File: config.mk
export PLATFORM = sky130hd
export DESIGN_NAME = pwo_writeback
export DESIGN_NICKNAME = d
export VERILOG_FILES = /design/src/ntt_mem_pkg.sv /design/src/pwo_writeback.sv
export SDC_FILE = /design/constraint.sdc
export NUM_CORES = 1
export LEC_CHECK = 0
export BUFFER_PORTS_ARGS = -buffer_cell sky130_fd_sc_hd__buf_4
export CORE_AREA = 2 2 100 102
export CTS_BUF_LIST = sky130_fd_sc_hd__clkbuf_8
export DETAILED_ROUTE_END_ITERATION = 6
export DIE_AREA = 0 0 102 104
export PLACE_DENSITY_LB_ADDON = 0.3
export REMOVE_ABC_BUFFERS = 1
export SLEW_MARGIN = 5
export SYNTH_ARGS = -nofsm -noshare
export SYNTH_HDL_FRONTEND = slang
export SYNTH_SLANG_ARGS = --single-unit
File: constraint.sdc
create_clock -name clk -period 6.9 [get_ports clk]
set_input_delay 1.38 -clock clk [delete_from_list [all_inputs] [get_ports clk]]
set_output_delay 1.38 -clock clk [all_outputs]
set_load 0.03 [all_outputs]
File: src/ntt_mem_pkg.sv
`default_nettype none

package ntt_mem_pkg;

    // ==============================
    // Memory addressing
    // ==============================

    localparam int MEM_ADDR_WIDTH = 15;

    typedef logic [MEM_ADDR_WIDTH-1:0] mem_addr_t;

    // ==============================
    // Memory word layout
    // ==============================

    // Four coefficients per word
    localparam int LANES = 4;

    // Coefficient in bits 22:0, bit 23 is a zero pad
    localparam int LANE_WIDTH = 24;

    // Lane 0 sits in the low bits of the flat view
    typedef union packed {
        logic [LANES*LANE_WIDTH-1:0]       flat;
        logic [LANES-1:0][LANE_WIDTH-1:0]  lane;
    } mem_word_u;

endpackage

`default_nettype wire

File: src/pwo_writeback.sv
`timescale 1ns/1ps
`default_nettype none

module pwo_writeback #(
    parameter int SRAM_LATENCY = 1,
    parameter int NUM_WORDS    = 64
) (
    input  wire                           clk,
    input  wire                           reset_n,
    input  wire                           zeroize_i,
    input  wire                           rd_issue_i,
    input  wire ntt_mem_pkg::mem_addr_t   rd_offset_i,
    input  wire ntt_mem_pkg::mem_addr_t   c_base_i,
    input  wire ntt_mem_pkg::mem_word_u   result_i,
    output ntt_mem_pkg::mem_addr_t        mem_rd_addr_o,
    output logic                          mem_wr_en_o,
    output ntt_mem_pkg::mem_addr_t        mem_wr_addr_o,
    output ntt_mem_pkg::mem_word_u        mem_wr_data_o,
    output logic                          last_write_o
);

    // Memory read latency, input register and two lane stages
    localparam int DELAY = SRAM_LATENCY + 3;
    localparam ntt_mem_pkg::mem_addr_t LAST_OFFSET = ntt_mem_pkg::mem_addr_t'(NUM_WORDS - 1);

    ntt_mem_pkg::mem_addr_t                                dest_addr;
    logic [DELAY-1:0]                                      wr_en_pipe;
    logic [DELAY-1:0]                                      last_pipe;
    logic [DELAY-1:0][ntt_mem_pkg::MEM_ADDR_WIDTH-1:0]     wr_addr_pipe;

    // Same address for the accumulate read and the later write
    assign dest_addr     = c_base_i + rd_offset_i;
    assign mem_rd_addr_o = dest_addr;

    always_ff @(posedge clk or negedge reset_n) begin
        if (!reset_n) begin
            wr_en_pipe   <= '0;
            last_pipe    <= '0;
            wr_addr_pipe <= '0;
        end else if (zeroize_i) begin
            wr_en_pipe   <= '0;
            last_pipe    <= '0;
            wr_addr_pipe <= '0;
        end else begin
            wr_en_pipe   <= {wr_en_pipe[DELAY-2:0], rd_issue_i};
            last_pipe    <= {last_pipe[DELAY-2:0], rd_issue_i && (rd_offset_i == LAST_OFFSET)};
            wr_addr_pipe <= {wr_addr_pipe[DELAY-2:0], dest_addr};
        end
    end

    assign mem_wr_en_o   = wr_en_pipe[DELAY-1];
    assign mem_wr_addr_o = wr_addr_pipe[DELAY-1];
    assign mem_wr_data_o = result_i;
    assign last_write_o  = last_pipe[DELAY-1];

    // A read still issued after zeroize would reach the write port here
    a_no_write_after_zeroize: assert property (@(posedge clk) disable iff (!reset_n)
        zeroize_i |-> ##(DELAY+1) !mem_wr_en_o);

endmodule

`default_nettype wire

==> impl_metrics.ini <==
[logic_synthesis]
synth_area_per_cell_um2 = 10.9
synth.largest_area_cell = dfrtp_1
ys_types = 40
syn_inst = 346
synth-seq-cells = 68
ys_seq_area_share_pct = 45.1
synth.area.top_cells = dfrtp_1, buf_4, nor2b_1
synthesis.area_um2 = 3780
yosysTopAreaCellShare_pct = 45.1
ys_warn_count = 0

[clocking]
cts_sinks = 68
cts-root-buf = clkbuf_8
htree_num_levels = 3
cts_setup_buffers = 0
cts_buffers = 9
cts_tree = built
cts_buffer_depth = 2
clk_pin_slew_worst_paths_ns = 0.07
clk_latency_ns = 0.34
cts_resized = 0
hold_buffers = 0

[global_routing]
grt_max_degree = 73
antenna_found_initial = 0
groute.usage.overall_pct = 31.5
grt_pass1_vias = 2033
grt_overflow = 0
grt_pass1_wl_um = 20800

[floorplan]
ios = 258
die_h_um = 104
start_util_pct = 39.5
dieArea_um2 = 10600
num_rows = 36
fp.coreArea_um2 = 9550
fp.dieW_um = 102

[timing]
fin_crit_ns = 4.85
fmax_mhz = 206
rsz0062_at_grt = false
relSlewSlack_pct = 43.7
post-route-period-util_pct = 70.3
maxSlewViolCount = 0
finalSetupViolCount = 0
final_hold_viol_count = 0
fin_setup_tns_ns = 0
tightest_slew_ns = 0.844
skew_ns = 0.00531

[detailed_routing]
wirelength_um = 16900
drtAntennaViolNets = 0
num_vias = 2160
drt_pass1_iterations = 5
wire_per_inst_um = 38.5
vias_per_cell = 4.92
drc = 0
dr.first_iter.drc_count = 123

[cells_and_area]
final_cell_area_um2 = 3760
antenna_cells = 0
fin_nets = 446
drive_above_1_share_pct = 30.7
post-route-util_pct = 39.4
fillers = 968
syn_to_final_growth_pct = -0.398

[placed_design]
port_buffers = 65
hpwl_um = 15000
gp_congestion = 1.04
dpl-instance-area_um2 = 3560

[critical_path]
crit_path_end_kind = output pin
regToRegStartpoint = wr_addr_pipe[39]$_DFF_PN0_
rr_worst_depth = 1
critical_path_class = in -> out
crit_required_ns = 5.52
rrSetupSlack_ns = 6.26
r2r-end = mem_wr_addr_o[9]$_DFF_PN0_
crit_fanout = 4
arrival_ns = 3.47
crit_path_start_kind = input port

[pwr]
p_leak_uw = 0.00186
worst_ir_drop_vdd_v = 0.0000741
p_per_area_nw_per_um2 = 255

[status]
status = completed

[min_path]
holdPathEnd = wr_addr_pipe[42]$_DFF_PN0_
hold_class = reg -> reg
hold_start = wr_addr_pipe[27]$_DFF_PN0_
hold_depth = 1

[job]
cap_violations = 0
[cell usage after synthesis]
library cell  number
and4b_1            2
a21oi_1            4
fa_1               1
mux2_2             2
a21o_1             9
buf_4            111
buf_2              1
nand4_1            3
a31oi_4            1
clkbuf_1           9
mux2_1             2
nor2b_1           64
a21boi_0           1
mux2_4             1
nor4_1             2
inv_1              2
dfrtp_1           68
nand2_1            2
a31o_2             2
a31oi_1            3
o21ai_2            1
o21ai_0            2
xor2_1             3
a311oi_2           1
and4_2             1
xnor2_1            9
a211oi_2           1
nor2_1             8
nor4_2             1
o21a_1             2
ha_1              14
a41oi_1            1
o31ai_2            1
and3_1             2
and3_2             1
o21bai_1           1
nor3_1             4
nand3_1            1
a221oi_4           1
o31a_1             1
[where the power goes]
| group | total, uW | internal, uW | switching [uW] |
|---|---|---|---|
| sequential | 426 | 422 | 4.18 |
| combinational | 205 | 85.3 | 120 |
| clock | 327 | 184 | 143 |
| total | 958 | 691 | 267 |
[worst max-delay path, stage by stage]
cell and delay (ns):
buf_4 0.12, ha_1 0.21, fa_1 0.41, a21o_1 0.22, a221oi_4 0.37, nor4_2 0.09
a211oi_2 0.29, xor2_1 0.18, buf_4 0.18
[per-layer routing]
metal	vias up	wire (um)	GRT usage (%)	part of all wire (%)
li1	931	-	-	-
met1	944	2650	14.5	16
met2	246	8390	53.8	50
met3	39	4720	39.5	28
met4	0	1120	17.0	6.6
met5	-	0	6.67	0
[cell type report]
type                       instances  area (um2)  share of cell area, %
sequential                        68        1700                   45.2
multi-input combinational        155        1190                   31.8
timing repair buffer              65         488                   13.0
inverter                           2        7.51                  0.200
clock inverter                     5        51.3                   1.36
tap                              133         166                   4.42
clock buffer                      11         151                   4.03
[logic make-up (layout without fill, tap and decap cells)]
logic type	after synthesis	count (layout)	synth area share [%]
compound gates	32	32	7.36
xor+xnor	12	12	2.78
mux	5	5	1.59
simple gates	91	91	14.7
buf+inv	123	83	23.3
flops	68	68	45.1
fa+ha+maj	15	15	5.17
[worst max path at each step]
stage / depth (start not counted) / end / startpoint / slack, ns
6_report: 9 / mem_rd_addr_o[14] / rd_offset_i[0] / 2.05
5_1_grt: 9 / mem_rd_addr_o[14] / rd_offset_i[0] / 1.93
4_1_cts: 9 / mem_rd_addr_o[14] / rd_offset_i[0] / 2.03
3_5_place_dp: 9 / mem_rd_addr_o[14] / rd_offset_i[0] / 2.04
3_3_place_gp: 9 / mem_rd_addr_o[14] / rd_offset_i[0] / 2.07
2_1_floorplan: 7 / mem_rd_addr_o[14] / rd_offset_i[0] / 2.17
[through the flow]
step	hold slack, ns	total power [uW]	worst slack [ns]	instances
floorplan	0.439	560	2.17	225
global placement	0.443	636	2.07	423
detailed placement	0.447	639	2.04	423
CTS	0.459	966	2.03	439
global route	0.479	1000	1.93	439
finish	0.458	958	2.05	439
[cells in the final DEF (no fill, tap or decap), types with 2 or more instances in the layout]
| cell | instances |
|---|---|
| o21ai_0 | 2 |
| and3_1 | 2 |
| a21o_1 | 9 |
| xor2_1 | 3 |
| a31oi_1 | 3 |
| inv_1 | 3 |
| a31o_2 | 2 |
| nand4_1 | 3 |
| nor4_1 | 2 |
| buf_4 | 65 |
| dfrtp_1 | 68 |
| clkinv_2 | 2 |
| and4b_1 | 2 |
| nor2_1 | 8 |
| ha_1 | 14 |
| xnor2_1 | 9 |
| nor3_1 | 4 |
| nand2_1 | 2 |
| nor2b_1 | 64 |
| a21oi_1 | 4 |
| clkbuf_8 | 11 |
| mux2_2 | 2 |
| o21a_1 | 2 |
| mux2_1 | 2 |
[registers in the layout, summed over array words and instances, names as in the netlist]
register / flops
wr_en_pipe: 4
mem_wr_addr_o: 15
wr_addr_pipe: 45
last_pipe: 4
Note: power is estimated with default switching activity, not from simulation.
