### src/ntt_mem_pkg.sv
`default_nettype none

package ntt_mem_pkg;

    // ==============================
    // Memory addressing
    // ==============================

    localparam int MEM_ADDR_WIDTH = 15;

    typedef logic [MEM_ADDR_WIDTH-1:0] mem_addr_t;

    // ==============================
    // Memory word layout
    // ==============================

    // Four coefficients per word
    localparam int LANES = 4;

    // Coefficient in bits 22:0, bit 23 is a zero pad
    localparam int LANE_WIDTH = 24;

    // Lane 0 sits in the low bits of the flat view
    typedef union packed {
        logic [LANES*LANE_WIDTH-1:0]       flat;
        logic [LANES-1:0][LANE_WIDTH-1:0]  lane;
    } mem_word_u;

endpackage

`default_nettype wire

### src/ntt_arith_pkg.sv
`default_nettype none

package ntt_arith_pkg;

    // ==============================
    // Coefficient arithmetic
    // ==============================

    // Width of a fully reduced coefficient
    localparam int COEFF_WIDTH = 23;

    typedef logic [COEFF_WIDTH-1:0] coeff_t;

    // ML-DSA modulus, q = 2^23 - 2^13 + 1
    localparam coeff_t MLDSA_Q = 23'd8380417;

    // ==============================
    // Pointwise operation modes
    // ==============================

    // Encoding 2'b11 is unused
    typedef enum logic [1:0] {
        PWO_MUL = 2'b00,
        PWO_ADD = 2'b01,
        PWO_SUB = 2'b10
    } pwo_mode_t;

endpackage

`default_nettype wire
### src/pwo_ctrl.sv
`timescale 1ns/1ps
`default_nettype none

module pwo_ctrl #(
    parameter int NUM_WORDS = 64
) (
    input  wire                              clk,
    input  wire                              reset_n,
    input  wire                              zeroize_i,
    input  wire                              enable_i,
    input  wire ntt_arith_pkg::pwo_mode_t    mode_i,
    input  wire                              accumulate_i,
    input  wire ntt_mem_pkg::mem_addr_t      a_base_i,
    input  wire ntt_mem_pkg::mem_addr_t      b_base_i,
    input  wire                              last_write_i,
    output logic                             pwm_a_rd_en_o,
    output ntt_mem_pkg::mem_addr_t           pwm_a_rd_addr_o,
    output logic                             pwm_b_rd_en_o,
    output ntt_mem_pkg::mem_addr_t           pwm_b_rd_addr_o,
    output logic                             mem_rd_en_o,
    output logic                             rd_issue_o,
    output ntt_mem_pkg::mem_addr_t           rd_offset_o,
    output ntt_arith_pkg::pwo_mode_t         mode_o,
    output logic                             accumulate_o,
    output logic                             busy_o,
    output logic                             done_o
);

    localparam ntt_mem_pkg::mem_addr_t LAST_OFFSET = ntt_mem_pkg::mem_addr_t'(NUM_WORDS - 1);

    logic                   start;
    ntt_mem_pkg::mem_addr_t a_base_q;
    ntt_mem_pkg::mem_addr_t b_base_q;

    // Strobe is ignored while an operation is running
    assign start = enable_i && !busy_o;

    // ==============================
    // Word counter and status
    // ==============================
    always_ff @(posedge clk or negedge reset_n) begin
        if (!reset_n) begin
            busy_o      <= 1'b0;
            done_o      <= 1'b0;
            rd_issue_o  <= 1'b0;
            rd_offset_o <= '0;
        end else if (zeroize_i) begin
            busy_o      <= 1'b0;
            done_o      <= 1'b0;
            rd_issue_o  <= 1'b0;
            rd_offset_o <= '0;
        end else begin
            done_o <= last_write_i;
            if (start) begin
                busy_o      <= 1'b1;
                rd_issue_o  <= 1'b1;
                rd_offset_o <= '0;
            end else begin
                if (last_write_i) begin
                    busy_o <= 1'b0;
                end
                // One read per cycle, stop after the last word
                if (rd_issue_o && rd_offset_o == LAST_OFFSET) begin
                    rd_issue_o <= 1'b0;
                end else if (rd_issue_o) begin
                    rd_offset_o <= rd_offset_o + 1'b1;
                end
            end
        end
    end

    // Operation setup, held for the whole run
    always_ff @(posedge clk or negedge reset_n) begin
        if (!reset_n) begin
            mode_o       <= ntt_arith_pkg::PWO_MUL;
            accumulate_o <= 1'b0;
            a_base_q     <= '0;
            b_base_q     <= '0;
        end else if (zeroize_i) begin
            mode_o       <= ntt_arith_pkg::PWO_MUL;
            accumulate_o <= 1'b0;
            a_base_q     <= '0;
            b_base_q     <= '0;
        end else if (start) begin
            mode_o       <= mode_i;
            accumulate_o <= accumulate_i;
            a_base_q     <= a_base_i;
            b_base_q     <= b_base_i;
        end
    end

    assign pwm_a_rd_en_o   = rd_issue_o;
    assign pwm_a_rd_addr_o = a_base_q + rd_offset_o;
    assign pwm_b_rd_en_o   = rd_issue_o;
    assign pwm_b_rd_addr_o = b_base_q + rd_offset_o;

    // Old destination word is only needed for multiply-accumulate
    assign mem_rd_en_o = rd_issue_o && accumulate_o && (mode_o == ntt_arith_pkg::PWO_MUL);

    a_start_mode_valid: assert property (@(posedge clk) disable iff (!reset_n)
        enable_i |-> mode_i inside {ntt_arith_pkg::PWO_MUL, ntt_arith_pkg::PWO_ADD,
                                    ntt_arith_pkg::PWO_SUB});

endmodule

`default_nettype wire

### config.mk
export PLATFORM = sky130hd
export DESIGN_NAME = pwo_ctrl
export DESIGN_NICKNAME = d
export VERILOG_FILES = /design/src/ntt_mem_pkg.sv /design/src/ntt_arith_pkg.sv /design/src/pwo_ctrl.sv
export SDC_FILE = /design/constraint.sdc
export NUM_CORES = 1
export LEC_CHECK = 0
export BUFFER_PORTS_ARGS = -buffer_cell sky130_fd_sc_hd__buf_4
export CAP_MARGIN = 20
export CORE_MARGIN = 10
export CORE_UTILIZATION = 40
export DETAILED_ROUTE_END_ITERATION = 12
export GPL_TIMING_DRIVEN = 0
export PLACE_DENSITY = 0.71
export SLEW_MARGIN = 25
export SYNTH_ARGS = -nofsm -noshare
export SYNTH_HDL_FRONTEND = slang
export SYNTH_SLANG_ARGS = --single-unit
### constraint.sdc
create_clock -name clk -period 4 [get_ports clk]
set_clock_uncertainty 0.2 [all_clocks]
set_input_delay 0.4 -clock clk [delete_from_list [all_inputs] [get_ports clk]]
set_output_delay 0.4 -clock clk [all_outputs]
set_load 0.01 [all_outputs]
==> flow_summary.ini <==
[finish]
finalNetCount = 528
n_antenna_cell = 0
fill_cells = 796
final_layout_size_suffix_gt1_share_pct = 24.6
area.sequential_sq_mm = 0.00128
multi_input_area_sq_mm = 0.00212
flow.area_growth_from_synthesis_pct = 26.8

[detailed_routing]
wirelength_um = 9900
drt_iter0_markers = 134
remaining_drc_errors = 0
post_drt_via_cell_ratio = 5.68
first_pass_iters = 4
vias_post_dr = 3206
routedWlPerCell_um = 17.6
ant_nets = 0

[pwr]
worst_ir_drop_vdd_v = 0.000172
power-per-cell-area_mw_per_mm2 = 257
p_int_uw = 829
total_power_mw = 1.13
clock_power_share_pct = 31.5
power.combinational.fraction_pct = 19.2
power.switching_fraction_pct = 26.8
power_frac_seq_pct = 49.3
p_sw_uw = 303
power_leakage_nw = 2.29

[timing]
report.final.slew_viol_count = 0
timing.fmax_ghz = 0.274
hold_viol = 0
period_share_pct = 91.1
rsz0062_at_grt = no
slew_headroom_pct = 55.4
timing.setup.tns_ns = 0
final-setup-viol-count = 0
final_critical_path_required_period_ns = 3.65
tightestPinTransition_ns = 0.670

[global_routing]
gr-usage-all-layers_pct = 14.9
grt_start_max_net_pins = 52
via_count_of_the_first_global_routing_pass = 3238
grt_first_pass_wirelength_um = 16200
overflow = 0
antenna_found_initial = 0

[synth]
synthXorXnorAreaFrac_pct = 7.32
netlist_area_sq_mm = 0.00347
synth-seq-cells = 51
synth_seq_area_share_pct = 36.8
synth.net_count = 429
synth-async-reset-ratio_pct = 100
portion_of_netlist_area_occupied_by_mux_cells_pct = 0.901
synth_simple_gate_area_share_pct = 14.1
synth-main-ff-cell = dfrtp_1
dominant_combinational_cell_family_by_area_after_synthesis = compound AO/OA/AOI/OAI gates
synth_warnings = 0
cell_count_after_synthesis = 360
post_synth_edffs = 0
post_synth_num_cell_types = 55
synth_adder_area_share_pct = 11.6
compound_gate_fraction_of_synth_area_pct = 27.1
syn_avg_cell_area_sq_um = 9.64

[run_status]
outcome = complete, no violations

[placed_design]
buffer_ports.inserted = 91
gp_congestion = 0.901
dpl_wire_length_um = 7890

[floorplan]
core_region_area_sq_mm = 0.00834
height_of_the_chip_um = 113
horizontal_die_dimension_um = 113
initial_core_util_pct = 41.6
floorplan.io_pins = 92
die_area_sq_mm = 0.0128
rows = 33

[worst_setup_path]
worst_setup_path_start_kind = register
crit-reg2reg-launch = rd_offset_o[1]
worst-endpoint-required_ns = 3.40
worst_ep_arrival_time_ns = 3.05
critical_path.max_fanout = 6
rr_worst_depth = 7
reg2reg_setup_slack_ns = 1.77
critical_path.endpoint_type = output pin
reg2reg_to = rd_offset_o[1]
worst-setup-path-type = reg -> out

[run]
max_cap_violations = 0

[worst_hold_path]
worstHoldStart = zeroize_i
hold_path_depth = 2
whs_endpoint = busy_o
classification_of_the_worst_slack_hold_path = in -> reg

[cts]
ctsLongestPathBuffers = 2
tritoncts_clock_tree = yes
cts-root-buf = clkbuf_8
cts_htree_levels = 2
worst_setup_hold_path_clk_slew_ns = 0.10
clk-insertion-delay-late_ns = 0.31
number_of_buffers_inserted_for_hold_repair_after_clock_tree_synthesis = 1
cts_made_buffers = 5
numClockSinks = 51
post_cts_buffers = 0
cts.repair.resized = 0
-- synthesized netlist by cell type (2+ instances only) --
cell type  number  area share [%]
a211o_1         4             1.0
a211oi_1        9             1.9
a21o_1          9             1.9
a21o_2          2            0.50
a21oi_1        23             3.3
a22o_1         33             8.3
a31oi_1         2            0.36
a41oi_1         2            0.50
and2_1          2            0.36
and3_1          6             1.1
buf_1           4            0.43
buf_2           2            0.29
buf_4           3            0.65
clkbuf_1        5            0.54
dfrtp_1        51              37
fa_1            2             1.2
ha_1           29              10
inv_1           2            0.22
mux2i_1         2            0.58
nand2_1        16             1.7
nand2b_1        6             1.1
nand3_1        13             1.9
nor2_1         35             3.8
nor2b_1         4            0.72
nor3_1         10             1.4
nor4_1          2            0.36
o2111ai_1       2            0.50
o211ai_1        3            0.65
o21a_1          9             1.9
o21ai_0        13             1.9
o31ai_1         2            0.43
or4_1           3            0.65
xnor2_1        15             3.8
xor2_1         14             3.5
-- cells in the final DEF (no fill, tap or decap), drive strengths merged, types with 2 or more instances in the layout --
master,Yosys,routed
buf,9,100
dfrtp,51,51
nor2,35,35
a22o,33,33
ha,29,29
a21oi,24,24
nand2,16,16
xnor2,15,15
o21ai,15,15
xor2,14,14
nand3,13,13
a21o,11,11
clkbuf,6,11
nor3,10,10
a211oi,10,10
o21a,9,9
and3,7,7
nand2b,6,6
a211o,4,4
nor2b,4,4
o211ai,3,3
or4,3,3
o31ai,2,2
and2,2,2
inv,2,2
o2111ai,2,2
a41oi,2,2
a31oi,2,2
nor4,2,2
mux2i,2,2
fa,2,2
a31o,2,2
-- state kept, by name, summed over array words and instances, names as in the netlist --
register and cells:
a_base_q 15, accumulate_o 1, b_base_q 15, busy_o 1, done_o 1, mode_o 2
pwm_a_rd_en_o 1, rd_offset_o 15
-- kinds of logic (layout without fill, tap and decap cells) --
| group | Yosys count | after routing |
|---|---|---|
| simple gates | 102 | 102 |
| buf+inv | 17 | 116 |
| compound gates | 127 | 127 |
| fa+ha+maj | 31 | 31 |
| xor+xnor | 29 | 29 |
| mux | 3 | 3 |
| flops | 51 | 51 |
-- power by group through the flow --
stage	logic [mW]	registers, mW	clock network, mW
4_1_cts	0.221	0.558	0.364
6_report	0.217	0.558	0.357
5_1_grt	0.240	0.561	0.379
3_3_place_gp	0.215	0.567	0
3_5_place_dp	0.219	0.568	0
2_1_floorplan	0.110	0.565	0
-- metrics by stage --
| stage | std cells | hold WS [ns] | area [sq um] | util, % | setup WS [ns] |
|---|---|---|---|---|---|
| floorplan | 360 | -0.0956 | 3470 | - | 1.09 |
| global placement | 556 | 0.272 | 4290 | 51.4 | 0.795 |
| detailed placement | 556 | 0.283 | 4290 | 51.4 | 0.752 |
| CTS | 564 | 0.0642 | 4400 | 52.8 | 0.398 |
| global route | 564 | 0.0754 | 4400 | 52.8 | 0.129 |
| finish | 564 | 0.0702 | 4400 | 52.8 | 0.354 |
-- how the worst max path moves through the flow --
stage,start,end,cells past startpoint
CTS,rd_offset_o[0],pwm_a_rd_addr_o[14],8
detailed placement,rd_offset_o[0],pwm_a_rd_addr_o[14],8
global placement,rd_offset_o[0],pwm_a_rd_addr_o[14],8
global route,rd_offset_o[0],pwm_a_rd_addr_o[14],8
finish,rd_offset_o[0],pwm_a_rd_addr_o[14],8
floorplan,rd_offset_o[0],pwm_a_rd_addr_o[14],7
-- metal layers --
| layer | vias up | track usage (%) | part of all wire, % |
|---|---|---|---|
| li1 | 1555 | - | - |
| met1 | 1541 | 19.9 | 46 |
| met2 | 95 | 23.7 | 46 |
| met3 | 15 | 3.91 | 6.1 |
| met4 | 0 | 3.13 | 1.2 |
| met5 | - | 0 | 0 |
-- critical path, cell delays in order, from the launching register on --
cell and delay [ns]:
dfrtp_1 0.47, ha_1 0.28, fa_1 0.43, a211oi_1 0.34, o21ai_0 0.26, a221oi_2 0.44, nor3_1 0.12, nor3_1 0.23
buf_4 0.16
-- final cells by class --
class	instances	share of cell area (%)
Buffer	15	1.62
Clock inverter	2	0.853
Clock buffer	5	1.56
Multi-Input combinational cell	292	48.1
Inverter	2	0.171
Tap cell	105	2.98
Sequential cell	51	29.0
Timing Repair Buffer	92	15.7
Power figures use the tool's default switching activity.
